$ cat config.mk
export PLATFORM = sky130hd
export DESIGN_NAME = turn_handler_flat
export DESIGN_NICKNAME = d
export VERILOG_FILES = /design/src/rtl/game_pkg.sv /design/src/rtl/ctrl_msg_if.sv /design/src/rtl/turn_handler.sv /design/src/flat_wrapper.sv
export SDC_FILE = /design/constraint.sdc
export NUM_CORES = 1
export LEC_CHECK = 0
export BUFFER_PORTS_ARGS = -buffer_cell sky130_fd_sc_hd__buf_2
export CAP_MARGIN = 20
export CELL_PAD_IN_SITES_DETAIL_PLACEMENT = 0
export CELL_PAD_IN_SITES_GLOBAL_PLACEMENT = 2
export CORE_MARGIN = 3
export CORE_UTILIZATION = 18
export DETAILED_ROUTE_END_ITERATION = 12
export GPL_ROUTABILITY_DRIVEN = 0
export PLACE_DENSITY = 0.81
export REMOVE_ABC_BUFFERS = 1
export SLEW_MARGIN = 10
export SYNTH_ARGS = -nofsm -noshare
export SYNTH_HDL_FRONTEND = slang
export SYNTH_SLANG_ARGS = --single-unit
export TNS_END_PERCENT = 1
$ cat constraint.sdc
create_clock -name clk -period 2.6 [get_ports clk]
set_input_delay 0.13 -clock clk [delete_from_list [all_inputs] [get_ports clk]]
set_output_delay 0.13 -clock clk [all_outputs]
set_load 0.01 [all_outputs]
$ cat src/rtl/game_pkg.sv
package game_pkg;

    // game flow as seen by one board
    typedef enum logic [2:0] {
        INIT,
        P1_INIT_DRAW,
        P2_INIT_DRAW,
        P1_WAIT_IN,
        P2_WAIT_IN,
        P1_MOVE,
        P2_MOVE
    } game_state_t;

    // which board this design is
    localparam int P1 = 0;
    localparam int P2 = 1;

    // interboard message codes
    localparam int MSG_W = 4;
    localparam logic [MSG_W-1:0] MSG_NONE = 4'd0;
    localparam logic [MSG_W-1:0] MSG_START = 4'd1;
    localparam logic [MSG_W-1:0] MSG_DRAW = 4'd2;
    localparam logic [MSG_W-1:0] MSG_STATE_TURN = 4'd3;
    localparam logic [MSG_W-1:0] MSG_TAKE = 4'd4;
    localparam logic [MSG_W-1:0] MSG_DOWN = 4'd5;
    localparam logic [MSG_W-1:0] MSG_DONE = 4'd6;

    // board map geometry
    localparam int GRID_COLS = 18;
    localparam int GRID_ROWS = 8;
    localparam int BLOCK_X_W = 5;
    localparam int BLOCK_Y_W = 3;
    localparam int CARD_W = 6;
    // packed row by row, index = y * GRID_COLS + x
    localparam int MAP_W = GRID_COLS * GRID_ROWS * CARD_W;
    localparam int SEL_W = GRID_COLS * GRID_ROWS;
    localparam int SEL_LEN_W = 3;

    // cards dealt to each board at game start
    localparam int INIT_HAND_SIZE = 14;

endpackage

$ cat src/rtl/ctrl_msg_if.sv
`timescale 1ns/100ps

// one outgoing control message toward the interboard link
interface ctrl_msg_if;

    logic en;
    logic move_dir;
    logic [game_pkg::BLOCK_X_W-1:0] block_x;
    logic [game_pkg::BLOCK_Y_W-1:0] block_y;
    logic [game_pkg::MSG_W-1:0] msg_type;
    logic [game_pkg::CARD_W-1:0] card;
    logic [game_pkg::SEL_LEN_W-1:0] sel_len;

    modport source (
        output en, move_dir, block_x, block_y, msg_type, card, sel_len
    );

    modport sink (
        input en, move_dir, block_x, block_y, msg_type, card, sel_len
    );

endinterface

$ cat src/rtl/turn_handler.sv
`timescale 1ns/100ps

module turn_handler (
    input  logic clk,
    input  logic reset_table,
    input  game_pkg::game_state_t state,
    input  logic my_turn,
    input  logic inter_ready,
    input  logic move_done,
    input  logic done_and_next,
    input  logic draw_and_next,
    input  logic interboard_en,
    input  logic [game_pkg::MSG_W-1:0] interboard_msg_type,
    output logic can_done,
    output logic can_draw,
    output logic switch_turn,
    ctrl_msg_if.source turn_msg
);

    logic moved;
    logic in_wait;
    logic owned_wait;
    logic draw_pend;
    logic done_pend;
    logic done_sent;
    logic rx_done;

    assign in_wait = state == game_pkg::P1_WAIT_IN || state == game_pkg::P2_WAIT_IN;
    assign owned_wait = in_wait && my_turn;
    // a turn ends either with a move made or with a drawn card
    assign can_done = owned_wait && moved;
    assign can_draw = owned_wait && !moved;
    assign rx_done = in_wait && !my_turn && interboard_en
                     && interboard_msg_type == game_pkg::MSG_DONE;
    assign switch_turn = done_sent || rx_done;

    always_ff @(posedge clk) begin
        if (reset_table || switch_turn) begin
            moved <= 1'b0;
        end else if (move_done) begin
            moved <= 1'b1;
        end
    end

    always_ff @(posedge clk) begin
        turn_msg.en <= 1'b0;
        turn_msg.move_dir <= 1'b0;
        turn_msg.block_x <= '0;
        turn_msg.block_y <= '0;
        turn_msg.msg_type <= game_pkg::MSG_NONE;
        turn_msg.card <= '0;
        turn_msg.sel_len <= '0;
        done_sent <= 1'b0;
        if (reset_table || !owned_wait) begin
            draw_pend <= 1'b0;
            done_pend <= 1'b0;
        end else if (draw_pend) begin
            // draw goes out first, done follows
            if (inter_ready) begin
                draw_pend <= 1'b0;
                done_pend <= 1'b1;
                turn_msg.en <= 1'b1;
                turn_msg.msg_type <= game_pkg::MSG_DRAW;
                turn_msg.sel_len <= game_pkg::SEL_LEN_W'(1);
            end
        end else if (done_pend) begin
            if (inter_ready) begin
                done_pend <= 1'b0;
                done_sent <= 1'b1;
                turn_msg.en <= 1'b1;
                turn_msg.msg_type <= game_pkg::MSG_DONE;
            end
        end else if (done_and_next && can_done) begin
            done_pend <= 1'b1;
        end else if (draw_and_next && can_draw) begin
            draw_pend <= 1'b1;
        end
    end

endmodule

$ cat src/flat_wrapper.sv
// flat-port wrapper written by rule: the top's interface ports become plain ports
module turn_handler_flat 
  (clk, reset_table, state, my_turn, inter_ready, move_done, done_and_next, draw_and_next, interboard_en, interboard_msg_type, can_done, can_draw, switch_turn, turn_msg_en, turn_msg_move_dir, turn_msg_block_x, turn_msg_block_y, turn_msg_msg_type, turn_msg_card, turn_msg_sel_len);
  ctrl_msg_if turn_msg_i ();
  input  logic clk;
  input  logic reset_table;
  input  game_pkg::game_state_t state;
  input  logic my_turn;
  input  logic inter_ready;
  input  logic move_done;
  input  logic done_and_next;
  input  logic draw_and_next;
  input  logic interboard_en;
  input  logic [game_pkg::MSG_W-1:0] interboard_msg_type;
  output logic can_done;
  output logic can_draw;
  output logic switch_turn;
  output wire logic [$bits(turn_msg_i.en)-1:0] turn_msg_en;
  output wire logic [$bits(turn_msg_i.move_dir)-1:0] turn_msg_move_dir;
  output wire logic [$bits(turn_msg_i.block_x)-1:0] turn_msg_block_x;
  output wire logic [$bits(turn_msg_i.block_y)-1:0] turn_msg_block_y;
  output wire logic [$bits(turn_msg_i.msg_type)-1:0] turn_msg_msg_type;
  output wire logic [$bits(turn_msg_i.card)-1:0] turn_msg_card;
  output wire logic [$bits(turn_msg_i.sel_len)-1:0] turn_msg_sel_len;
  assign turn_msg_en = turn_msg_i.en;
  assign turn_msg_move_dir = turn_msg_i.move_dir;
  assign turn_msg_block_x = turn_msg_i.block_x;
  assign turn_msg_block_y = turn_msg_i.block_y;
  assign turn_msg_msg_type = turn_msg_i.msg_type;
  assign turn_msg_card = turn_msg_i.card;
  assign turn_msg_sel_len = turn_msg_i.sel_len;
  turn_handler u_core (.clk(clk), .reset_table(reset_table), .state(state), .my_turn(my_turn), .inter_ready(inter_ready), .move_done(move_done), .done_and_next(done_and_next), .draw_and_next(draw_and_next), .interboard_en(interboard_en), .interboard_msg_type(interboard_msg_type), .can_done(can_done), .can_draw(can_draw), .switch_turn(switch_turn), .turn_msg(turn_msg_i));
endmodule
# == Word level (Yosys, flattened, before mapping) ==
# Index checks and enable logic that the tools add are counted.
# classes
muxes,17
n_bitwise,1
n_reduce_logical,17
n_eq_ne,4
# op_table
cell,n
two-way mux 1 bit,13
logical AND 1 bit,8
two-way mux 4 bit,2
"== test 4 x 3 -> 1 bit, second input constant",1
logical OR 1 bit,4
OR reduction 2 bit,2
"== test 3 x 2 -> 1 bit, second input constant",1
"== test 3 bit, second input constant",1
zero test 1 bit,3
two-way mux 3 bit,1
two-way mux 2 bit,1
"!= test 2 bit, second input constant",1
inverter 1 bit,1
# word_totals
register_bits,12
word_cells,46
output_inout_bits,26
input_bits,15

# == Depth between registers and ports, before layout ==
# depth
depth_word,9
ltp_mapped,3
depth_no_buf,3

# == Worst setup path before layout ==
# Ideal clock, no wire load.
# synth_timing
path_kind,input port to output port
from,input state[1]
to,output switch_turn
cell_stages,3
t_arrival_ps,1090
slack_ps,1380
path_buffers,0
required_time_ps,2470
cell_sequence,or3b_4 > a2111oi_2 > or2_2
# synth_between
elab_chain_len,6
word_cells_on_any_way,7
classes_between,eq/ne: 2; reduce/logical: 5
# synth_rtl
element,line,text
from (decl),flat_wrapper.sv:7,input game_pkg::game_state_t state;
== test 3 x 2 -> 1 bit / == test 3 bit (equally long branches),turn_handler.sv:28,assign in_wait = state == game_pkg::P1_WAIT_IN || state == game_pkg::P2_WAIT_IN;
logical OR 1 bit (*),turn_handler.sv:28,
logical AND 1 bit (*) (2 in a row),turn_handler.sv:33,assign rx_done = in_wait && !my_turn && interboard_en
logical AND 1 bit (*),turn_handler.sv:34,&& interboard_msg_type == game_pkg::MSG_DONE;
logical OR 1 bit (*),turn_handler.sv:35,assign switch_turn = done_sent || rx_done;
to (decl),flat_wrapper.sv:17,output logic switch_turn;
# Mark *: on every way between the ends. The rest lies on a longest branch, timed or not.

# == Worst setup path in the final report ==
# Same ends and word-level chain as after synthesis.

==> metrics.txt <==
maximum VDD drop 0.0000956 V; Setup WS post-layout 1130 ps; Comb pwr share 0.152; synthesized area 455 sq um; clk sinks 7; Worst EP arrival 1340 ps; Congestion Overflow GR 0; largest net degree at the start of global routing 7; total wire length 957 um; CTS tree built; Row Count 17; Hold Violations, Final 0; switch share 0.265; unrepaired setup endpoints after global routing false; Post-CTS Setup Bufs 0; # hold bufs at CTS 0; worst hold path type in2reg; CTS Root Cell clkbuf_4; run status finished clean; DR iter-0 viols 5; vias 384; Total Nets Final 94; Bufs on Longest Clock Path 2; CP required 2470 ps; First-pass DRT Iterations 4; power per cell area 457 nW/um^2; CP Capture Type output pin; crit share post-route 0.565; sequential share of power 0.451; P_int 0.181 mW; Setup Crit Path Kind in2out; Fin Setup TNS 0 ps; hold slack 54.9 ps; Global Route Usage Sum 0.0597; WL/cell 9.03 um; residual DRC count 0; final setup vio count 0; die area 3170 sq um; number of global-route vias before repair 361; Yosys warning count 0; post-synthesis cell type count 20; input/output buffers 21; Gates resized, CTS repair 0; share of cells above drive strength 1 0.346; Post-Syn Instances 55; pre-CTS WS 1110 ps; global-route wire length before repair 1450 um; Mean Syn Cell Area 8.28 sq um; flops & latches, synth 7; initial core utilization 0.198; Clock Power Share 0.396; Final min period 1470 ps; switching power total 0.0652 mW; synthesis-to-finish area growth 18.4%; Seq/Total Area, Yosys 0.308; clk_skew 3.75 ps; Num CTS Buffers 3; FILL cells 272; vias per inst 3.62; initial antenna violation count 0; leakage 0.283 nW; Setup crit start kind primary input; Ports 41; Reg clk slew, reported paths 50 ps; CP max FO 4; DP HPWL 818 um; max cap viols 0; Clock Latency Late Sink 250 ps; DRT antenna net count 0; ant diodes 0; Achievable Freq 681 MHz; final max-slew violation count 0; H-tree depth 1; DIE WIDTH 56.3 um; Die H 56.3 um; core area 2300 sq um
state kept, by name (all words and copies together) (netlist names):
name and cells:
u_core.turn_msg.msg_type 2, u_core.turn_msg.sel_len 1, u_core.done_sent 1, u_core.done_pend 1, u_core.moved 1, u_core.draw_pend 1
cell families after synthesis:
family / after synthesis / synth area share
simple gates: 19 / 0.236
compound gates: 5 / 0.0934
buf+inv: 23 / 0.354
flops: 7 / 0.308
other cells: 1 / 0.00823
worst max-delay path: stages:
cell and delay, ps:
buf_2 100, or3b_4 410, a2111oi_2 410, or2_2 170, buf_2 120
cell type report:
| class | count | area [sq um] | area share |
|---|---|---|---|
| clock buffer | 4 | 26.3 | 0.0487 |
| inverter | 3 | 11.3 | 0.0209 |
| multi-input combinational | 43 | 221 | 0.411 |
| sequential | 7 | 140 | 0.260 |
| tap | 28 | 35.0 | 0.0650 |
| timing repair buffer | 21 | 105 | 0.195 |
cells in the mapped netlist, drive strengths merged:
master / instances / area (sq um)
buf: 20 / 150
a31oi: 1 / 6.26
a21oi: 1 / 5.00
nand2: 4 / 15.0
nor3: 3 / 15.0
a211oi: 1 / 7.51
nor2: 4 / 15.0
inv: 3 / 11.3
nor4b: 1 / 8.76
nand4bb: 1 / 11.3
nand3b: 1 / 7.51
a2111oi: 1 / 15.0
dfxtp: 7 / 140
a211o: 1 / 8.76
and3: 1 / 6.26
or2: 1 / 6.26
nor4: 1 / 6.26
nand3: 1 / 5.00
conb: 1 / 3.75
or3b: 1 / 11.3
routing by layer:
metal	share of wire	up-vias	global-route usage	wire (um)
met3	0.12	0	0.0230	115
met2	0.51	23	0.0885	490
li1	-	191	-	-
met1	0.37	170	0.0621	351
met5	0	-	0	0
met4	0	0	0.0610	0
stage by stage:
stage	utilization	area (sq um)	instances	power [mW]
after floorplan	-	373	53	0.135
after global placement	0.223	513	102	0.150
after detailed placement	0.223	513	102	0.150
after CTS	0.235	539	106	0.250
after global routing	0.235	539	106	0.262
final	0.235	539	106	0.247
cell usage in the layout (no fill, tap or decap):
master / count
buf_2: 21
nand2_1: 4
nand3b_1: 1
nor4b_1: 1
nor3_1: 3
a2111oi_2: 1
or2_2: 1
clkbuf_1: 1
nor2_1: 4
a31oi_1: 1
clkbuf_4: 3
a21oi_1: 1
a211oi_1: 1
nor4_1: 1
nand3_1: 1
conb_1: 19
dfxtp_1: 7
a211o_1: 1
nand4bb_1: 1
or3b_4: 1
inv_1: 3
and3_1: 1
worst paths after layout:
| kind | startpoint | to | slack [ps] | cells after the start |
|---|---|---|---|---|
| setup reg to reg | u_core.moved | u_core.draw_pend | 1710 | 3 |
| setup / recovery | state[1] | switch_turn | 1130 | 5 |
| hold / removal | reset_table | u_core.moved | 50 | 2 |
| hold reg to reg | u_core.done_sent | u_core.moved | 410 | 1 |
power by group through the flow:
stage | logic, mW | clock network [mW] | registers [mW]
finish | 0.0376 | 0.0977 | 0.111
global route | 0.0418 | 0.109 | 0.111
CTS | 0.0372 | 0.102 | 0.111
detailed placement | 0.0371 | 0 | 0.113
global placement | 0.0371 | 0 | 0.113
floorplan | 0.0229 | 0 | 0.113
Note: power is estimated with default switching activity, not from simulation.
