--- src/rtl/game_pkg.sv ---
package game_pkg;

    // game flow as seen by one board
    typedef enum logic [2:0] {
        INIT,
        P1_INIT_DRAW,
        P2_INIT_DRAW,
        P1_WAIT_IN,
        P2_WAIT_IN,
        P1_MOVE,
        P2_MOVE
    } game_state_t;

    // which board this design is
    localparam int P1 = 0;
    localparam int P2 = 1;

    // interboard message codes
    localparam int MSG_W = 4;
    localparam logic [MSG_W-1:0] MSG_NONE = 4'd0;
    localparam logic [MSG_W-1:0] MSG_START = 4'd1;
    localparam logic [MSG_W-1:0] MSG_DRAW = 4'd2;
    localparam logic [MSG_W-1:0] MSG_STATE_TURN = 4'd3;
    localparam logic [MSG_W-1:0] MSG_TAKE = 4'd4;
    localparam logic [MSG_W-1:0] MSG_DOWN = 4'd5;
    localparam logic [MSG_W-1:0] MSG_DONE = 4'd6;

    // board map geometry
    localparam int GRID_COLS = 18;
    localparam int GRID_ROWS = 8;
    localparam int BLOCK_X_W = 5;
    localparam int BLOCK_Y_W = 3;
    localparam int CARD_W = 6;
    // packed row by row, index = y * GRID_COLS + x
    localparam int MAP_W = GRID_COLS * GRID_ROWS * CARD_W;
    localparam int SEL_W = GRID_COLS * GRID_ROWS;
    localparam int SEL_LEN_W = 3;

    // cards dealt to each board at game start
    localparam int INIT_HAND_SIZE = 14;

endpackage

--- src/rtl/ctrl_msg_if.sv ---
`timescale 1ns/100ps

// one outgoing control message toward the interboard link
interface ctrl_msg_if;

    logic en;
    logic move_dir;
    logic [game_pkg::BLOCK_X_W-1:0] block_x;
    logic [game_pkg::BLOCK_Y_W-1:0] block_y;
    logic [game_pkg::MSG_W-1:0] msg_type;
    logic [game_pkg::CARD_W-1:0] card;
    logic [game_pkg::SEL_LEN_W-1:0] sel_len;

    modport source (
        output en, move_dir, block_x, block_y, msg_type, card, sel_len
    );

    modport sink (
        input en, move_dir, block_x, block_y, msg_type, card, sel_len
    );

endinterface

--- src/rtl/init_draw_handler.sv ---
`timescale 1ns/100ps

module init_draw_handler (
    input  logic clk,
    input  logic reset_table,
    input  game_pkg::game_state_t state,
    input  logic my_turn,
    input  logic inter_ready,
    output logic init_draw_done,
    ctrl_msg_if.source deal_msg
);

    // counts draws, then one more slot for the hand-off message
    logic [$clog2(game_pkg::INIT_HAND_SIZE + 2)-1:0] cnt;
    logic dealing;

    assign dealing = my_turn
                     && (state == game_pkg::P1_INIT_DRAW || state == game_pkg::P2_INIT_DRAW);

    always_ff @(posedge clk) begin
        deal_msg.en <= 1'b0;
        deal_msg.move_dir <= 1'b0;
        deal_msg.block_x <= '0;
        deal_msg.block_y <= '0;
        deal_msg.msg_type <= game_pkg::MSG_NONE;
        deal_msg.card <= '0;
        deal_msg.sel_len <= '0;
        init_draw_done <= 1'b0;
        if (reset_table || !dealing) begin
            cnt <= '0;
        end else if (inter_ready && cnt <= game_pkg::INIT_HAND_SIZE) begin
            cnt <= cnt + 1'b1;
            deal_msg.en <= 1'b1;
            if (cnt < game_pkg::INIT_HAND_SIZE) begin
                deal_msg.msg_type <= game_pkg::MSG_DRAW;
                deal_msg.sel_len <= game_pkg::SEL_LEN_W'(1);
            end else begin
                // last slot hands the deal over
                deal_msg.msg_type <= game_pkg::MSG_STATE_TURN;
                init_draw_done <= 1'b1;
            end
        end
    end

endmodule

--- src/flat_wrapper.sv ---
// flat-port wrapper written by rule: the top's interface ports become plain ports
module init_draw_handler_flat 
  (clk, reset_table, state, my_turn, inter_ready, init_draw_done, deal_msg_en, deal_msg_move_dir, deal_msg_block_x, deal_msg_block_y, deal_msg_msg_type, deal_msg_card, deal_msg_sel_len);
  ctrl_msg_if deal_msg_i ();
  input  logic clk;
  input  logic reset_table;
  input  game_pkg::game_state_t state;
  input  logic my_turn;
  input  logic inter_ready;
  output logic init_draw_done;
  output wire logic [$bits(deal_msg_i.en)-1:0] deal_msg_en;
  output wire logic [$bits(deal_msg_i.move_dir)-1:0] deal_msg_move_dir;
  output wire logic [$bits(deal_msg_i.block_x)-1:0] deal_msg_block_x;
  output wire logic [$bits(deal_msg_i.block_y)-1:0] deal_msg_block_y;
  output wire logic [$bits(deal_msg_i.msg_type)-1:0] deal_msg_msg_type;
  output wire logic [$bits(deal_msg_i.card)-1:0] deal_msg_card;
  output wire logic [$bits(deal_msg_i.sel_len)-1:0] deal_msg_sel_len;
  assign deal_msg_en = deal_msg_i.en;
  assign deal_msg_move_dir = deal_msg_i.move_dir;
  assign deal_msg_block_x = deal_msg_i.block_x;
  assign deal_msg_block_y = deal_msg_i.block_y;
  assign deal_msg_msg_type = deal_msg_i.msg_type;
  assign deal_msg_card = deal_msg_i.card;
  assign deal_msg_sel_len = deal_msg_i.sel_len;
  init_draw_handler u_core (.clk(clk), .reset_table(reset_table), .state(state), .my_turn(my_turn), .inter_ready(inter_ready), .init_draw_done(init_draw_done), .deal_msg(deal_msg_i));
endmodule
--- config.mk ---
export PLATFORM = sky130hd
export DESIGN_NAME = init_draw_handler_flat
export DESIGN_NICKNAME = d
export VERILOG_FILES = /design/src/rtl/game_pkg.sv /design/src/rtl/ctrl_msg_if.sv /design/src/rtl/init_draw_handler.sv /design/src/flat_wrapper.sv
export SDC_FILE = /design/constraint.sdc
export NUM_CORES = 1
export LEC_CHECK = 0
export BUFFER_PORTS_ARGS = -buffer_cell sky130_fd_sc_hd__buf_2
export CORE_AREA = 2 2 39 41
export DETAILED_ROUTE_END_ITERATION = 10
export DIE_AREA = 0 0 41 43
export GPL_ROUTABILITY_DRIVEN = 0
export GPL_TIMING_DRIVEN = 0
export PLACE_DENSITY_LB_ADDON = 0.2
export SETUP_SLACK_MARGIN = 0.5
export SYNTH_ARGS = -nofsm -noshare
export SYNTH_HDL_FRONTEND = slang
export SYNTH_SLANG_ARGS = --single-unit
--- constraint.sdc ---
create_clock -name clk -period 3.2 [get_ports clk]
set_clock_uncertainty 0.15 [all_clocks]
set_input_delay 0.32 -clock clk [delete_from_list [all_inputs] [get_ports clk]]
set_output_delay 0.32 -clock clk [all_outputs]
set_load 0.01 [all_outputs]
# Word level (Yosys, flattened, before mapping)
# Index checks and enable logic that the tools add are counted.
[totals]
register_bits = 13
input_bits = 7
out_inout_bits = 24
word_cells = 21
[op_classes]
n_addsub = 1
magnitude_cmp = 2
eq_ne = 2
muxes = 4
n_bitwise = 1
reduce_logical = 6
[ops]
columns = ["operator", "n"]
rows = [
  ["4-bit by 1-bit adder with 4-bit output, second input constant", 1],
  ["4-bit less-or-equal comparator, second input constant", 1],
  ["4-bit < comparator, second input constant", 1],
  ["1-bit two-way mux", 4],
  ["3-bit by 1-bit equality test with 1-bit output, second input constant", 1],
  ["3-bit by 2-bit equality test with 1-bit output, second input constant", 1],
  ["1-bit logical AND", 2],
  ["1-bit logical OR", 2],
  ["2-bit OR reduction", 1],
  ["1-bit logical NOT", 1],
  ["1-bit inverter", 1],
]

# Longest topological paths before layout
# Gate-level depths: netlist of the first run.
[logic_depth]
depth_word = 6
mapped_depth = 5
mapped_depth_nobuf = 5

# Worst setup path before layout of the first run
# No wires, ideal clock.
[synth_path]
kind = "register to register"
start = "register u_core.cnt[1] in the netlist's numbering"
end = "register u_core.cnt[0] in the netlist's numbering"
setup_time_ns = 0.073
t_arrival_ns = 1.221
required_ns = 2.977
slack_ns = 1.756
path_stages_with_launch = 5
n_path_buf = 0
period_less_slack_ns = 1.444
path_cell_list = "dfxtp_1 -> ha_1 -> and4b_4 -> or3_1 -> a21oi_1"
[synth_via]
elab_chain_len = 2
[synth_lines]
columns = ["item", "line", "text"]
rows = [
  ["from (decl)", "init_draw_handler.sv:14", "logic [$clog2(game_pkg::INIT_HAND_SIZE + 2)-1:0] cnt;"],
  ["from (signal assigned)", "init_draw_handler.sv:32", "cnt <= cnt + 1'b1;"],
  ["4-bit less-or-equal comparator", "init_draw_handler.sv:31", "end else if (inter_ready && cnt <= game_pkg::INIT_HAND_SIZE) begin"],
  ["1-bit logical AND", "init_draw_handler.sv:31", ""],
]
# Every way passes these cells.
# A chain may end at the register's enable or synchronous reset.

# Final worst setup path of the first run
# Ends and elaborated chain as after synthesis.

==> results of run 1 <==
-- power groups by stage --
stage / sequential (mW) / clock (mW) / combinational [mW]
after CTS: 0.102 / 0.0804 / 0.0389
after global placement: 0.104 / 0 / 0.0386
final: 0.102 / 0.0765 / 0.0396
after floorplan: 0.104 / 0 / 0.0321
after global routing: 0.102 / 0.0838 / 0.0442
after detailed placement: 0.104 / 0 / 0.0389
-- path summary, 6_finish.rpt --
kind,start,end,slack [ns],cells after the start
worst min-delay path,inter_ready,u_core.deal_msg.sel_len[0],0.21,3
worst max-delay path,u_core.cnt[1],u_core.cnt[0],1.63,4
worst max register to register,u_core.cnt[1],u_core.cnt[0],1.63,4
worst min register to register,u_core.cnt[0],u_core.cnt[0],0.39,2
-- cell type report --
| class | instances | area [µm²] |
|---|---|---|
| repair buffers | 11 | 55.1 |
| well taps | 16 | 20.0 |
| flip-flops and latches | 8 | 160 |
| multi-input cells | 46 | 234 |
| inverters | 3 | 11.3 |
| plain buffers | 20 | 150 |
| clock buffers | 3 | 22.5 |
| fillers | 135 | 731 |
-- metrics by stage --
stage | utilization (%) | instance area (µm²) | worst slack, ns | hold WS, ns | total power, mW
after floorplan | - | 556 | 1.76 | 0.284 | 0.136
after detailed placement | 45.6 | 631 | 1.63 | 0.381 | 0.143
final | 47.2 | 653 | 1.63 | 0.207 | 0.218
after global routing | 47.2 | 653 | 1.55 | 0.224 | 0.230
after CTS | 47.2 | 653 | 1.62 | 0.205 | 0.221
after global placement | 45.6 | 631 | 1.68 | 0.364 | 0.142
-- state kept, by name (all words and copies together) (netlist names) --
| name | cells |
|---|---|
| u_core.cnt | 4 |
| u_core.deal_msg.en | 1 |
| u_core.deal_msg.sel_len | 1 |
| u_core.deal_msg.msg_type | 2 |
-- worst max-delay path: cells and delay by family (launching register included) --
family,cells,cell delay [ns]
AND/OR/NAND/NOR,2,0.52
AO/OA/AOI/OAI,1,0.14
flip-flops,1,0.44
adder cells (fa/ha/maj),1,0.25
-- cell families after synthesis --
group	Yosys count
buffers and inverters	23
and+or+nand+nor	17
DFF	8
AOI/OAI and AO/OA	6
adders and majority gates	2
other	1
xor gates and xnor gates	1
muxes	1
-- cell usage after synthesis (all sizes together) --
library cell / count / share of area, %
buf: 20 / 31
dfxtp: 8 / 33
nor2: 7 / 5.4
inv: 3 / 2.3
nand3: 3 / 3.1
a21oi: 2 / 2.1
ha: 2 / 5.1
nand2: 2 / 1.5
nor3: 2 / 2.1
o21ai: 2 / 2.1
a211oi: 1 / 1.5
a31oi: 1 / 1.3
and4b: 1 / 2.8
conb: 1 / 0.77
mux2i: 1 / 2.1
nand4: 1 / 1.3
or3: 1 / 1.3
xor2: 1 / 1.8
-- layer usage --
layer / routed length [µm] / global-route usage [%] / share of wire (%)
met2: 386 / 15.6 / 48
met4: 0 / 6.00 / 0
met5: 0 / 0 / 0
met3: 83 / 2.09 / 10
met1: 328 / 11.9 / 41
==> flow_summary_export.csv, run 1 <==
group,metric,value,unit
global_routing,grt_pass1_wl,1240,µm
clock_tree,worstSkewPairLatency,0.25,ns
timing,hold_viol_final,0,
power_and_ir_drop,switchingPower,0.0535,mW
drt,final_antenna_net_count,0,
global_routing,track_usage,10.0,%
outcome,outcome,"finished clean",
drt,avgRoutedWirePerCell,7.47,µm
critical_path,cp-start-kind,"register",
global_routing,antenna_found_initial,0,
clock_tree,cts_buffers,3,
critical_path,crit_fanout,7,
clock_tree,holdBufCountCts,0,
finish,diodes,0,
timing,rsz0062_at_grt,"no",
timing,tns,0,ns
clock_tree,clk_pin_slew_worst_paths,0.05,ns
critical_path,worstPathRequired,3.23,ns
yosys,yosys.area_share.simple,17.4,%
critical_path,cp.arrival,1.60,ns
timing,setup_viol,0,
job,drv_cap,0,
placement,dp_hpwl,665,µm
timing,max_freq,637,MHz
drt,first_pass_iters,3,
yosys,synth.avg_cell_area,8.27,µm²
drt,vias,404,
clock_tree,post_cts_buffers,0,
finish,final_common_cell,"buf_4",
timing,fin_crit_sh,49.1,%
drt,drt_wl_total,799,µm
critical_path,max_stage_delay,0.44,ns
yosys,synth_compound_area_share,6.92,%
floorplanning,die_area,0.00176,mm²
global_routing,grt-ovfl-total,0,
finish,final_cell_mix,"buf_4 (20), conb_1 (19), buf_2 (11), dfxtp_1 (8), nor2_1 (7)",
yosys,synth_cell_type_count,18,
clock_tree,htreeDepth,1,
yosys,synth_xor_area_share,1.79,%
power_and_ir_drop,internal_power,0.164,mW
floorplanning,fp.dieW,41,µm
clock_tree,cts_buffer_depth,2,
placement,placed_cells,104,
yosys,ys_ff_latch,8,
drt,via_per_inst,3.78,
floorplanning,io_pins,31,
global_routing,grt_max_degree,9,
clock_tree,clockRootBuffer,"clkbuf_4",
floorplanning,die_y,43,µm
floorplanning,initial_core_util,35.3,%
finish,drive_gt1_share,38.5,%
yosys,yosys.area_share.adder,5.13,%
timing,min_period,1.57,ns
power_and_ir_drop,p_seq_share,46.7,%
timing,slew_viol_final,0,
clock_tree,cts.sinks,8,
yosys,yosys_warnings,0,
power_and_ir_drop,powerDensity,333,mW/mm²
yosys,synth_top_family_by_area,"buffers and inverters",
critical_path,crit_path_cell_trace,"ha_1 -> and4b_4 -> or3_1 -> a21oi_1",
yosys,ys_seq_area_share,32.8,%
clock_tree,postCtsResizedCells,0,
finish,final_nets,102,
floorplanning,row_count,14,
yosys,syn_area,488,µm²
floorplanning,core_area,0.00138,mm²
yosys,muxShareOfSynthArea,2.05,%
drt,drtIter0Drc,6,
power_and_ir_drop,switching_share,24.6,%
power_and_ir_drop,p_leak,0.369,nW
finish,syn_to_final_growth,33.8,%
power_and_ir_drop,clkPwrFrac,35.2,%
placement,port_buffers,11,
min_path,hp-class,"primary input to register",
power_and_ir_drop,vdd_drop_max,0.116,mV
finish,final_cells,107,
critical_path,cp-end-kind,"register",
global_routing,grt_pass1_vias,326,
critical_path,slowest_stage,"dfxtp_1",
yosys,syn_inst,59,
critical_path,path_class,"register to register",
power_and_ir_drop,comb_power_share,18.2,%
clock_tree,cts_tree,"built",
drt,drc,0,
(Power assumes the default switching activity.)
==> run 2: changes to the inputs <==
- ABC_AREA: not set -> 1
- CORE_AREA: 2 2 39 41 -> not set
- CORE_UTILIZATION: not set -> 40
- DIE_AREA: 0 0 41 43 -> not set
- clock period: 3.2 -> 1.65 ns (I/O delays scaled with it)
==> run 2 against run 1 <==
  * Die area decreased by 13%
  * Highest routed layer is now met4
  * Worst setup slack got worse by 1.2 ns
  * Via count increased by 19%
  * Largest power group unchanged
==> flow_summary_export.csv, run 2 <==
group,metric,value,unit
outcome,outcome,"finished clean",
placement,dp_hpwl,680,µm
min_path,hp-class,"primary input to register",
global_routing,antenna_found_initial,0,
timing,fin_crit_sh,75.1,%
critical_path,cp-start-kind,"register",
timing,whs,0.0718,ns
global_routing,track_usage,11.7,%
yosys,synth_top_area_share,29.0,%
yosys,synth_cell_type_count,18,
placement,port_buffers,11,
yosys,synth_enable_flop_cells,0,
power_and_ir_drop,switchingPower,0.112,mW
drt,drc,0,
timing,setup_viol,0,
placement,pre_cts_ws,0.420,ns
floorplanning,initial_core_util,42.9,%
finish,syn_to_final_growth,35.6,%
clock_tree,cts_tree,"built",
finish,largest_reg_flops,4,
power_and_ir_drop,vdd_drop_max,0.206,mV
finish,drive_gt1_share,44.4,%
finish,top_register,"u_core.cnt",
placement,placed_cells,119,
power_and_ir_drop,p_leak,0.450,nW
critical_path,cp-end-kind,"register",
yosys,async_reset_ff_share,0,%
finish,diodes,0,
yosys,yosysMostFrequentCell,"buf_4",
critical_path,r2r_start,"u_core.cnt[0]",
critical_path,cp.arrival,1.23,ns
floorplanning,io_pins,31,
global_routing,grt-ovfl-total,0,
yosys,ys_seq_area_share,29.0,%
floorplanning,fp.dieW,39.1,µm
yosys,synth_common_cells,"buf_4 (20), inv_1 (11), nand2_1 (10)",
yosys,synth.avg_cell_area,7.36,µm²
timing,min_period,1.24,ns
drt,final_antenna_net_count,0,
finish,largest_registers,"u_core.cnt x4, u_core.deal_msg.msg_type x2",
clock_tree,htreeDepth,1,
power_and_ir_drop,comb_power_share,19.3,%
yosys,ys_ff_latch,8,
power_and_ir_drop,clkPwrFrac,35.4,%
timing,slew_viol_final,0,
floorplanning,die_area,0.00153,mm²
timing,tns,0,ns
min_path,min-delay-start,"inter_ready",
clock_tree,clockRootBuffer,"clkbuf_4",
clock_tree,cts_buffer_depth,2,
drt,avgRoutedWirePerCell,6.85,µm
power_and_ir_drop,switching_share,25.9,%
yosys,syn_area,552,µm²
yosys,ys_top_cells_by_area,"dfxtp_1 (29%), buf_4 (27%), inv_1 (7.5%)",
clock_tree,cts_buffers,3,
finish,final_cell_mix,"buf_4 (21), conb_1 (19), nand2_1 (10), buf_2 (10), inv_1 (9)",
power_and_ir_drop,powerDensity,576,mW/mm²
timing,max_freq,807,MHz
yosys,yosys_warnings,0,
timing,rsz0062_at_grt,"yes",
critical_path,critPathLaunch,"u_core.cnt[0]",
power_and_ir_drop,p_seq_share,45.3,%
clock_tree,cts.sinks,8,
power_and_ir_drop,power.total,0.431,mW
timing,hold_viol_final,0,
drt,drtIter0Drc,4,
floorplanning,core_area,0.00128,mm²
finish,final_cells,123,
power_and_ir_drop,internal_power,0.319,mW
global_routing,grt_pass1_wl,1120,µm
finish,final_common_cell,"buf_4",
global_routing,grt_pass1_vias,292,
yosys,ys.flop_type,"dfxtp_1",
timing,setup_ws,0.411,ns
drt,vias,482,
floorplanning,die_y,39.1,µm
finish,final_nets,119,
drt,via_per_inst,3.92,
critical_path,path_class,"register to register",
clock_tree,worstSkewPairLatency,0.26,ns
job,drv_cap,0,
critical_path,crit_fanout,4,
yosys,syn_inst,75,
drt,first_pass_iters,2,
drt,drt_wl_total,842,µm
clock_tree,clk_pin_slew_worst_paths,0.05,ns
yosys,synth_top_cell_by_area,"dfxtp_1",
floorplanning,row_count,13,
critical_path,worstPathRequired,1.65,ns
global_routing,grt_max_degree,7,
-- run 2: changes by cell type after synthesis, moves of 2 or more --
cell	delta
nand2_1	+8
nor3_1	-2
inv_1	+8
nor2_2	+2
o21ai_0	-2
-- run 2: cells by family (layout without fill, tap and decap cells) --
family          Yosys count  after routing  synth area share (%)
buf+inv                  32             47                  35.4
simple gates             27             27                  22.7
flops                     8              8                  29.0
compound gates            5              5                  7.71
fa+ha+maj                 2              2                  4.53
other cells               1             19                 0.680
-- run 2: per-layer routing --
layer	track usage, %	routed length [µm]	vias up
met5	0	0	-
li1	-	-	256
met3	5.20	63	4
met4	10.3	27	0
met2	20.4	435	20
met1	9.86	315	202
-- run 2: final cells by class --
type / count / area [µm²]
Fill cell: 131 / 537
Inverter: 12 / 45.0
Timing Repair Buffer: 12 / 68.8
Tap cell: 15 / 18.8
Clock buffer: 3 / 22.5
Sequential cell: 8 / 166
Buffer: 20 / 150
Multi-Input combinational cell: 53 / 277
-- run 2: worst paths after layout --
kind	to	depth (start not counted)	slack, ns
worst max-delay path	u_core.cnt[2]	6	0.41
worst min-delay path	u_core.cnt[0]	3	0.07
worst max register to register	u_core.cnt[2]	6	0.41
worst min register to register	u_core.deal_msg.msg_type[0]	2	0.39
-- run 2: per-stage QoR --
step	utilization, %	area (µm²)
CTS	57.6	741
global route	58.2	748
floorplan	-	633
detailed placement	55.0	707
finish	58.2	748
global placement	55.0	707
-- run 2: what timing repair did --
action                     CTS  global route
gates resized for setup      2             3
hold buffers                 0             0
pin swaps                    3             2
setup endpoints to repair    6             7
buffers inserted             1             0
-- run 2: worst max-delay path: stages (launching register included) --
cell	delay (ns)
dfxtp_4	0.36
inv_2	0.04
ha_4	0.15
inv_2	0.04
nand4_1	0.14
a21oi_1	0.20
nor2_1	0.06
-- run 2: power by group through the flow --
stage               clock, mW  sequential, mW  combinational, mW
global route            0.169           0.195             0.0923
detailed placement          0           0.201             0.0810
floorplan                   0           0.201             0.0682
CTS                     0.153           0.195             0.0816
global placement            0           0.201             0.0803
finish                  0.153           0.195             0.0832
