[src/rtl/game_pkg.sv]
package game_pkg;

    // game flow as seen by one board
    typedef enum logic [2:0] {
        INIT,
        P1_INIT_DRAW,
        P2_INIT_DRAW,
        P1_WAIT_IN,
        P2_WAIT_IN,
        P1_MOVE,
        P2_MOVE
    } game_state_t;

    // which board this design is
    localparam int P1 = 0;
    localparam int P2 = 1;

    // interboard message codes
    localparam int MSG_W = 4;
    localparam logic [MSG_W-1:0] MSG_NONE = 4'd0;
    localparam logic [MSG_W-1:0] MSG_START = 4'd1;
    localparam logic [MSG_W-1:0] MSG_DRAW = 4'd2;
    localparam logic [MSG_W-1:0] MSG_STATE_TURN = 4'd3;
    localparam logic [MSG_W-1:0] MSG_TAKE = 4'd4;
    localparam logic [MSG_W-1:0] MSG_DOWN = 4'd5;
    localparam logic [MSG_W-1:0] MSG_DONE = 4'd6;

    // board map geometry
    localparam int GRID_COLS = 18;
    localparam int GRID_ROWS = 8;
    localparam int BLOCK_X_W = 5;
    localparam int BLOCK_Y_W = 3;
    localparam int CARD_W = 6;
    // packed row by row, index = y * GRID_COLS + x
    localparam int MAP_W = GRID_COLS * GRID_ROWS * CARD_W;
    localparam int SEL_W = GRID_COLS * GRID_ROWS;
    localparam int SEL_LEN_W = 3;

    // cards dealt to each board at game start
    localparam int INIT_HAND_SIZE = 14;

endpackage

[src/rtl/ctrl_msg_if.sv]
`timescale 1ns/100ps

// one outgoing control message toward the interboard link
interface ctrl_msg_if;

    logic en;
    logic move_dir;
    logic [game_pkg::BLOCK_X_W-1:0] block_x;
    logic [game_pkg::BLOCK_Y_W-1:0] block_y;
    logic [game_pkg::MSG_W-1:0] msg_type;
    logic [game_pkg::CARD_W-1:0] card;
    logic [game_pkg::SEL_LEN_W-1:0] sel_len;

    modport source (
        output en, move_dir, block_x, block_y, msg_type, card, sel_len
    );

    modport sink (
        input en, move_dir, block_x, block_y, msg_type, card, sel_len
    );

endinterface

[src/rtl/ctrl_arbiter.sv]
`timescale 1ns/100ps

module ctrl_arbiter (
    input  game_pkg::game_state_t state,
    ctrl_msg_if.sink adv_msg,
    ctrl_msg_if.sink deal_msg,
    ctrl_msg_if.sink move_msg,
    ctrl_msg_if.sink turn_msg,
    output logic ctrl_en,
    output logic ctrl_move_dir,
    output logic [game_pkg::BLOCK_X_W-1:0] ctrl_block_x,
    output logic [game_pkg::BLOCK_Y_W-1:0] ctrl_block_y,
    output logic [game_pkg::MSG_W-1:0] ctrl_msg_type,
    output logic [game_pkg::CARD_W-1:0] ctrl_card,
    output logic [game_pkg::SEL_LEN_W-1:0] ctrl_sel_len
);

    // whole message flattened, en in the top bit
    typedef logic [1 + 1 + game_pkg::BLOCK_X_W + game_pkg::BLOCK_Y_W + game_pkg::MSG_W
                   + game_pkg::CARD_W + game_pkg::SEL_LEN_W - 1:0] msg_vec_t;

    msg_vec_t adv_v;
    msg_vec_t deal_v;
    msg_vec_t move_v;
    msg_vec_t turn_v;
    msg_vec_t sel_v;

    assign adv_v = {adv_msg.en, adv_msg.move_dir, adv_msg.block_x, adv_msg.block_y,
                    adv_msg.msg_type, adv_msg.card, adv_msg.sel_len};
    assign deal_v = {deal_msg.en, deal_msg.move_dir, deal_msg.block_x, deal_msg.block_y,
                     deal_msg.msg_type, deal_msg.card, deal_msg.sel_len};
    assign move_v = {move_msg.en, move_msg.move_dir, move_msg.block_x, move_msg.block_y,
                     move_msg.msg_type, move_msg.card, move_msg.sel_len};
    assign turn_v = {turn_msg.en, turn_msg.move_dir, turn_msg.block_x, turn_msg.block_y,
                     turn_msg.msg_type, turn_msg.card, turn_msg.sel_len};

    // state decides the owner of the link
    always_comb begin
        case (state)
            game_pkg::INIT:
                sel_v = adv_v;
            game_pkg::P1_INIT_DRAW, game_pkg::P2_INIT_DRAW:
                sel_v = deal_v;
            game_pkg::P1_MOVE, game_pkg::P2_MOVE:
                sel_v = move_v;
            game_pkg::P1_WAIT_IN, game_pkg::P2_WAIT_IN:
                sel_v = turn_v;
            default:
                sel_v = '0;
        endcase
    end

    assign {ctrl_en, ctrl_move_dir, ctrl_block_x, ctrl_block_y,
            ctrl_msg_type, ctrl_card, ctrl_sel_len} = sel_v;

endmodule

[src/flat_wrapper.sv]
// flat-port wrapper written by rule: the top's interface ports become plain ports
module ctrl_arbiter_flat 
  (state, ctrl_en, ctrl_move_dir, ctrl_block_x, ctrl_block_y, ctrl_msg_type, ctrl_card, ctrl_sel_len, adv_msg_en, adv_msg_move_dir, adv_msg_block_x, adv_msg_block_y, adv_msg_msg_type, adv_msg_card, adv_msg_sel_len, deal_msg_en, deal_msg_move_dir, deal_msg_block_x, deal_msg_block_y, deal_msg_msg_type, deal_msg_card, deal_msg_sel_len, move_msg_en, move_msg_move_dir, move_msg_block_x, move_msg_block_y, move_msg_msg_type, move_msg_card, move_msg_sel_len, turn_msg_en, turn_msg_move_dir, turn_msg_block_x, turn_msg_block_y, turn_msg_msg_type, turn_msg_card, turn_msg_sel_len);
  ctrl_msg_if adv_msg_i ();
  ctrl_msg_if deal_msg_i ();
  ctrl_msg_if move_msg_i ();
  ctrl_msg_if turn_msg_i ();
  input  game_pkg::game_state_t state;
  output logic ctrl_en;
  output logic ctrl_move_dir;
  output logic [game_pkg::BLOCK_X_W-1:0] ctrl_block_x;
  output logic [game_pkg::BLOCK_Y_W-1:0] ctrl_block_y;
  output logic [game_pkg::MSG_W-1:0] ctrl_msg_type;
  output logic [game_pkg::CARD_W-1:0] ctrl_card;
  output logic [game_pkg::SEL_LEN_W-1:0] ctrl_sel_len;
  input wire logic [$bits(adv_msg_i.en)-1:0] adv_msg_en;
  input wire logic [$bits(adv_msg_i.move_dir)-1:0] adv_msg_move_dir;
  input wire logic [$bits(adv_msg_i.block_x)-1:0] adv_msg_block_x;
  input wire logic [$bits(adv_msg_i.block_y)-1:0] adv_msg_block_y;
  input wire logic [$bits(adv_msg_i.msg_type)-1:0] adv_msg_msg_type;
  input wire logic [$bits(adv_msg_i.card)-1:0] adv_msg_card;
  input wire logic [$bits(adv_msg_i.sel_len)-1:0] adv_msg_sel_len;
  input wire logic [$bits(deal_msg_i.en)-1:0] deal_msg_en;
  input wire logic [$bits(deal_msg_i.move_dir)-1:0] deal_msg_move_dir;
  input wire logic [$bits(deal_msg_i.block_x)-1:0] deal_msg_block_x;
  input wire logic [$bits(deal_msg_i.block_y)-1:0] deal_msg_block_y;
  input wire logic [$bits(deal_msg_i.msg_type)-1:0] deal_msg_msg_type;
  input wire logic [$bits(deal_msg_i.card)-1:0] deal_msg_card;
  input wire logic [$bits(deal_msg_i.sel_len)-1:0] deal_msg_sel_len;
  input wire logic [$bits(move_msg_i.en)-1:0] move_msg_en;
  input wire logic [$bits(move_msg_i.move_dir)-1:0] move_msg_move_dir;
  input wire logic [$bits(move_msg_i.block_x)-1:0] move_msg_block_x;
  input wire logic [$bits(move_msg_i.block_y)-1:0] move_msg_block_y;
  input wire logic [$bits(move_msg_i.msg_type)-1:0] move_msg_msg_type;
  input wire logic [$bits(move_msg_i.card)-1:0] move_msg_card;
  input wire logic [$bits(move_msg_i.sel_len)-1:0] move_msg_sel_len;
  input wire logic [$bits(turn_msg_i.en)-1:0] turn_msg_en;
  input wire logic [$bits(turn_msg_i.move_dir)-1:0] turn_msg_move_dir;
  input wire logic [$bits(turn_msg_i.block_x)-1:0] turn_msg_block_x;
  input wire logic [$bits(turn_msg_i.block_y)-1:0] turn_msg_block_y;
  input wire logic [$bits(turn_msg_i.msg_type)-1:0] turn_msg_msg_type;
  input wire logic [$bits(turn_msg_i.card)-1:0] turn_msg_card;
  input wire logic [$bits(turn_msg_i.sel_len)-1:0] turn_msg_sel_len;
  assign adv_msg_i.en = adv_msg_en;
  assign adv_msg_i.move_dir = adv_msg_move_dir;
  assign adv_msg_i.block_x = adv_msg_block_x;
  assign adv_msg_i.block_y = adv_msg_block_y;
  assign adv_msg_i.msg_type = adv_msg_msg_type;
  assign adv_msg_i.card = adv_msg_card;
  assign adv_msg_i.sel_len = adv_msg_sel_len;
  assign deal_msg_i.en = deal_msg_en;
  assign deal_msg_i.move_dir = deal_msg_move_dir;
  assign deal_msg_i.block_x = deal_msg_block_x;
  assign deal_msg_i.block_y = deal_msg_block_y;
  assign deal_msg_i.msg_type = deal_msg_msg_type;
  assign deal_msg_i.card = deal_msg_card;
  assign deal_msg_i.sel_len = deal_msg_sel_len;
  assign move_msg_i.en = move_msg_en;
  assign move_msg_i.move_dir = move_msg_move_dir;
  assign move_msg_i.block_x = move_msg_block_x;
  assign move_msg_i.block_y = move_msg_block_y;
  assign move_msg_i.msg_type = move_msg_msg_type;
  assign move_msg_i.card = move_msg_card;
  assign move_msg_i.sel_len = move_msg_sel_len;
  assign turn_msg_i.en = turn_msg_en;
  assign turn_msg_i.move_dir = turn_msg_move_dir;
  assign turn_msg_i.block_x = turn_msg_block_x;
  assign turn_msg_i.block_y = turn_msg_block_y;
  assign turn_msg_i.msg_type = turn_msg_msg_type;
  assign turn_msg_i.card = turn_msg_card;
  assign turn_msg_i.sel_len = turn_msg_sel_len;
  ctrl_arbiter u_core (.state(state), .adv_msg(adv_msg_i), .deal_msg(deal_msg_i), .move_msg(move_msg_i), .turn_msg(turn_msg_i), .ctrl_en(ctrl_en), .ctrl_move_dir(ctrl_move_dir), .ctrl_block_x(ctrl_block_x), .ctrl_block_y(ctrl_block_y), .ctrl_msg_type(ctrl_msg_type), .ctrl_card(ctrl_card), .ctrl_sel_len(ctrl_sel_len));
endmodule
[config.mk]
export PLATFORM = sky130hd
export DESIGN_NAME = ctrl_arbiter_flat
export DESIGN_NICKNAME = d
export VERILOG_FILES = /design/src/rtl/game_pkg.sv /design/src/rtl/ctrl_msg_if.sv /design/src/rtl/ctrl_arbiter.sv /design/src/flat_wrapper.sv
export SDC_FILE = /design/constraint.sdc
export NUM_CORES = 1
export LEC_CHECK = 0
export BUFFER_PORTS_ARGS = -buffer_cell sky130_fd_sc_hd__clkbuf_2
export CORE_ASPECT_RATIO = 1.4
export CORE_MARGIN = 2
export CORE_UTILIZATION = 35
export DETAILED_ROUTE_END_ITERATION = 12
export GPL_TIMING_DRIVEN = 0
export PLACE_DENSITY = 0.8
export SLEW_MARGIN = 20
export SYNTH_ARGS = -nofsm -noshare
export SYNTH_HDL_FRONTEND = slang
export SYNTH_SLANG_ARGS = --single-unit
[constraint.sdc]
create_clock -name vclk -period 1.09
set_input_delay 0.109 -clock vclk [all_inputs]
set_output_delay 0.109 -clock vclk [all_outputs]
set_load 0.01 [all_outputs]
Word level (Yosys, flattened, before mapping)
Index checks and enable logic that the tools add are counted.
Word-level totals
  flip-flop bits (word level): 0
  input port bits: 95
  output and inout bits: 23
  logic and storage cells: 11
Cells by class
  equality and inequality tests: 6
  muxes and demuxes: 1
  reduce and logical (&&, ||, !) cells: 4
Operators by type and width (number)
  $pmux W23 S4: 1
  $eq A3 B3 Y1 const B: 3
  $eq A3 B2 Y1 const B: 2
  $reduce_or A2 Y1: 3
  $eq A3 B1 Y1 const B: 1
  $logic_not A3 Y1: 1

Longest topological paths before layout
Gate-level depths: netlist (run 1).
  word-level depth: 3
  depth in mapped cells: 5
  mapped depth without buffers: 3

Least setup slack after synthesis (run 1)
OpenSTA, ideal clock, no wires.
  kind: input to output
  from: in state[1]
  to: out ctrl_card[2] (netlist bit)
  data arrival time: 0.948 ns
  data required time: 0.981 ns
  slack: 0.033 ns
  stages: 4
  buffers on the path: 3
  cell sequence: buf_4 buf_6 buf_6 o311ai_1
On the way
  cells in the longest elaborated chain, start to end: 3
  elaborated cells on any way between the ends: 11
Ends and longest elaborated chain
  start: declaration: line flat_wrapper.sv:8  | input game_pkg::game_state_t state;
  $eq A3 B2 Y1, or another cell as far along: line ctrl_arbiter.sv:39  | case (state)
  $reduce_or A2 Y1: line ctrl_arbiter.sv:39
  $pmux W23 S4 (*): line ctrl_arbiter.sv:39
  end: declaration: line flat_wrapper.sv:14  | output logic [game_pkg::CARD_W-1:0] ctrl_card;
Every way passes the cells marked *; elsewhere a longest branch is shown, timed or not.

Worst setup path after layout (run 1)
  from: in state[2]
  to: out ctrl_card[2] (netlist bit)
Same word-level chain as after synthesis.

==> results of run 1 <==
==> power breakdown <==
group          internal (mW)  total (mW)  switching (mW)
clock network              0           0               0
registers                  0           0               0
logic                  0.612        1.09           0.477
total                  0.612        1.09           0.477
==> through the flow <==
step	power, mW	hold WS [ns]
finish	1.09	0.580
detailed placement	0.893	0.595
global placement	0.875	0.588
floorplan	0.536	0.382
CTS	0.985	0.594
global route	1.17	0.596
==> final cells by class <==
class	instances	area share (%)
buffer	22	12.1
inverter	1	0.145
multi-input combinational	163	57.9
tap	60	2.90
timing repair buffer	124	26.9
==> synthesized netlist by cell type (all sizes together) <==
cell and n:
mux2i 23, a32oi 22, o211ai 22, o311ai 1
and2 22, mux2 45, buf 20, nand2 23
a31oi 1, nor2b 2, nor2 1, clkbuf 2
inv 1, and4b 1
==> logic make-up after synthesis <==
kind of cell,share of synthesized area [%]
buffers and inverters,11.7
muxes,47.5
AOI/OAI and AO/OA,24.2
and+or+nand+nor,16.5
==> final timing paths <==
check                           to  depth (start not counted)  startpoint
worst min-delay path  ctrl_card[2]                          3    state[0]
worst max-delay path  ctrl_card[2]                          5    state[2]
==> timing repair <==
action	4_1_cts	5_1_grt
endpoints found under the setup margin	23	23
gates resized for setup	35	53
hold buffers	0	0
buffers inserted	4	1
gates cloned	1	3
pin swaps	3	16
==> routing by layer <==
layer / vias up / share of wire, % / track usage, %
li1: 983 / - / -
met1: 961 / 40 / 22.7
met2: 92 / 54 / 41.9
met3: 0 / 6.3 / 2.02
met4: 0 / 0 / 0.606
met5: - / 0 / 0
==> results by group, run 1 <==
Layout
  – FF+latch count: 0
  – Layout cells sized above 1: 61.9%
  – Finished Core Util: 61.1%
  – Nets: 407
  – Area of the multi-input gates: 0.00150 mm^2
  – Reg area: 0 um^2
  – Post-Layout Inst Area: 0.00259 mm^2
  – Commonest cells after routing, fill and taps aside: clkbuf_2, mux2i_1, and2_1
  – Fillers: 400
  – Most common cell after layout, fill and taps aside: clkbuf_2
  – Diode count: 0
  – Fin cells: 370
  – Clock buffers: 0
  – Area Growth Syn to Fin: 66.2%

Placement
  – Post-DP HPWL: 4270 um
  – Routability cong.: 0.711
  – Placed cell area: 0.00221 mm^2
  – # placed instances: 361
  – Port Buffers: 115
  – Worst slack, placed: -0.186 ns

STA
  – Final worst path period share: 103%
  – Fmax: 0.889 GHz
  – Setup ws final: -0.0344 ns
  – Worst slew margin: 84.2%
  – Slew @ Worst Pin: 0.234 ns
  – Final setup violation count: 7
  – Hold Vio Cnt, Final: 0
  – Setup tns final: -0.0947 ns
  – Period minus WS final: 1.12 ns
  – Slew Viols, Final: 0
  – RSZ-0062 raised after global routing: true

Global routing
  – Initial antenna violation count: 0
  – Vias in the first global route: 1,978
  – Largest net degree at the start of global routing: 11
  – Total grt overflow: 0
  – First-pass GRT wire length: 8610 um
  – Gr usage total: 20.7%

Die
  – IO Count: 118
  – Cell Rows: 28
  – Die area: 0.00501 mm^2
  – Die Y: 83.0 um
  – Die width: 60.4 um
  – Initial core utilization: 36.8%
  – Core footprint: 0.00424 mm^2

Run status
  – Status: finished with violations
  – Violations in the final reports: negative setup slack

Setup path
  – Worst endpoint required time: 0.98 ns
  – Critical Path End Type: output port
  – Top delay family on crit path: compound AO/OA/AOI/OAI gates
  – Slowest Stage Delay on Critical Path: 0.31 ns
  – CP arrival: 1.02 ns
  – WS Path Type: input port to output port
  – Crit path max fanout: 10
  – Startpoint Class: input port
  – Worst Path Buf+Inv: 2
  – Crit path cell chain: buf_12 > mux2_4 > a31oi_2 > o311ai_1 > clkbuf_2
  – CP max stage cell: mux2_4

Drt
  – Initial drt markers: 98
  – DRC: 0
  – Vias per inst: 5.50
  – Vias: 2,036
  – DRT Pass-1 Iters: 4
  – DRT antenna net count: 0
  – Final WL: 5950 um
  – Wire length per cell: 16.1 um

Power
  – Max IR drop VDD: 0.000204 V
  – Pwr dens: 420 mW/mm^2
  – Static leakage: 1.28 nW

Logic synthesis
  – Syn Nets: 281
  – Top cells by area, synth: mux2_1, mux2i_1, a32oi_1
  – Yosys top cell by area: mux2_1
  – Seq/Total Area, Yosys: 0%
  – Synth top area share: 22.4%
  – Post-synthesis cell count: 186
  – Ys Warns: 0
  – Yosys cell types: 20
  – Post-synthesis area per instance: 8.38 um^2
  – Post-synthesis cell area: 0.00156 mm^2

Worst hold path
  – Hold crit path type: input port to output port

Job
  – Max-Cap Viols: 0
Power figures use the tool's default switching activity.
==> run 2, diff against run 1 <==
Settings changed: CAP_MARGIN set to 5, CORE_UTILIZATION 35 to 39, GPL_TIMING_DRIVEN 0 to not set, PLACE_DENSITY 0.8 to 0.86.
==> run 2 against run 1 <==
The run still ends with negative setup slack left. Sequential share of layout area stayed put. Combinational power is 6% higher. Flip-flop and latch count stayed put. Critical path type unchanged. Total power is 5.6% higher. Non-clock buffer count is 7 higher. Largest cell class unchanged. Via count is 1.2% higher. Final cell count is 2.7% lower. First-iteration DRC count is 41% lower. Cell area is 3.8% higher. Worst setup slack worse by 0.15 ns. Fmax is 11% lower.
==> results by group, run 2 (synthesis results as in run 1) <==
Worst hold path
  – Hold crit path type: input port to output port
  – Min-Delay Endpoint: ctrl_block_x[0]
  – WHS Path Cells: 4
  – Hold path startpoint: deal_msg_block_x[0]

Global routing
  – Gr usage total: 23.7%
  – Total grt overflow: 0
  – Largest net degree at the start of global routing: 15
  – Vias in the first global route: 2,113
  – First-pass GRT wire length: 8990 um
  – Initial antenna violation count: 0

Drt
  – Vias per inst: 5.73
  – Final WL: 5960 um
  – Wire length per cell: 16.5 um
  – DRT Pass-1 Iters: 4
  – Vias: 2,061
  – DRC: 0
  – DRT antenna net count: 0
  – Initial drt markers: 58

Setup path
  – Most frequent CP cell: clkbuf_16
  – Crit path max fanout: 7
  – Top delay family on crit path: buffers and inverters
  – Crit path cell chain: clkbuf_16 > clkbuf_16 > mux2_4 > mux2i_1 > o211ai_1 > clkbuf_2
  – CP max stage cell: mux2_4
  – Startpoint Class: input port
  – Worst Path Buf+Inv: 3
  – WS Path Type: input port to output port
  – Critical Path End Type: output port
  – Slowest Stage Delay on Critical Path: 0.29 ns
  – Worst endpoint required time: 0.98 ns
  – CP arrival: 1.16 ns

Die
  – Cell Rows: 27
  – Initial core utilization: 40.1%
  – Die Y: 78.8 um
  – Die width: 57.4 um
  – Die area: 0.00453 mm^2
  – IO Count: 118
  – Core footprint: 0.00388 mm^2

Run status
  – Violations in the final reports: negative setup slack
  – Status: finished with violations

STA
  – Slew @ Worst Pin: 0.204 ns
  – RSZ-0062 raised after global routing: true
  – WHS: 0.587 ns
  – Setup ws final: -0.180 ns
  – Period minus WS final: 1.27 ns
  – Hold Vio Cnt, Final: 0
  – Worst slew margin: 86.2%
  – Final setup violation count: 23
  – Slew Viols, Final: 0
  – Fmax: 0.787 GHz
  – Final worst path period share: 117%

Clocking
  – Post-CTS Hold Fix Bufs: 0

Layout
  – Layout cells sized above 1: 60.3%
  – Commonest cells after routing, fill and taps aside: clkbuf_2, nand2_1, mux2_1
  – Nets: 414
  – Fillers: 334
  – Clock buffers: 0
  – Area Growth Syn to Fin: 72.5%
  – FF+latch count: 0
  – Reg area: 0 um^2
  – Most common cell after layout, fill and taps aside: clkbuf_2
  – Diode count: 0

Placement
  – Routability cong.: 0.758
  – Worst slack, placed: -0.227 ns
  – Post-DP HPWL: 3960 um
  – Port Buffers: 118

Power
  – Static leakage: 1.35 nW
  – Max IR drop VDD: 0.000264 V
  – Tot Pwr: 1.15 mW
  – Pwr dens: 428 mW/mm^2

Job
  – Max-Cap Viols: 0
==> run 2: metal layers <==
metal  up-vias  GRT usage, %  part of all wire, %
li1        994             -                    -
met2        92          48.9                   56
met1       967          25.8                   37
met4         0          2.79                 0.92
met3         8          1.79                  6.1
met5         -             0                    0
==> run 2: worst max-delay path by stage <==
stage	from	end	cells past startpoint
2_1_floorplan	state[1]	ctrl_card[2]	4
4_1_cts	state[2]	ctrl_block_x[0]	6
6_report	state[2]	ctrl_block_x[3]	6
5_1_grt	state[2]	ctrl_block_x[3]	6
3_3_place_gp	state[2]	ctrl_msg_type[0]	6
3_5_place_dp	state[2]	ctrl_block_x[0]	6
==> run 2: stage by stage <==
stage	setup TNS (ns)	instances	cell area [um^2]	util, %
after detailed placement	-4.03	351	2280	58.7
after global routing	-3.72	360	2690	69.2
final	-2.75	360	2690	69.2
after CTS	-2.50	357	2560	66.0
after global placement	-3.51	351	2280	58.7
after floorplan	0	186	1560	-
==> run 2: cell type report <==
type	count	area [um^2]	share of cell area, %
multi-input cells	163	1500	55.8
repair buffers	153	1130	42.0
well taps	43	53.8	2.00
inverters	1	3.75	0.140
==> run 2: repair_timing <==
item,CTS,global route
setup endpoints to repair,23,23
buffers inserted,1,0
pin swaps,12,13
gates resized for setup,33,24
cloned,5,3
==> run 2: power by group <==
part	total, mW	internal, mW	switching (mW)
Sequential	0	0	0
Combinational	1.15	0.660	0.490
Clock	0	0	0
Total	1.15	0.660	0.490
==> run 2: tightest hold or removal path: stages <==
cell and delay [ns]:
clkbuf_2 0.09, a32oi_1 0.10, o211ai_2 0.06, buf_2 0.12
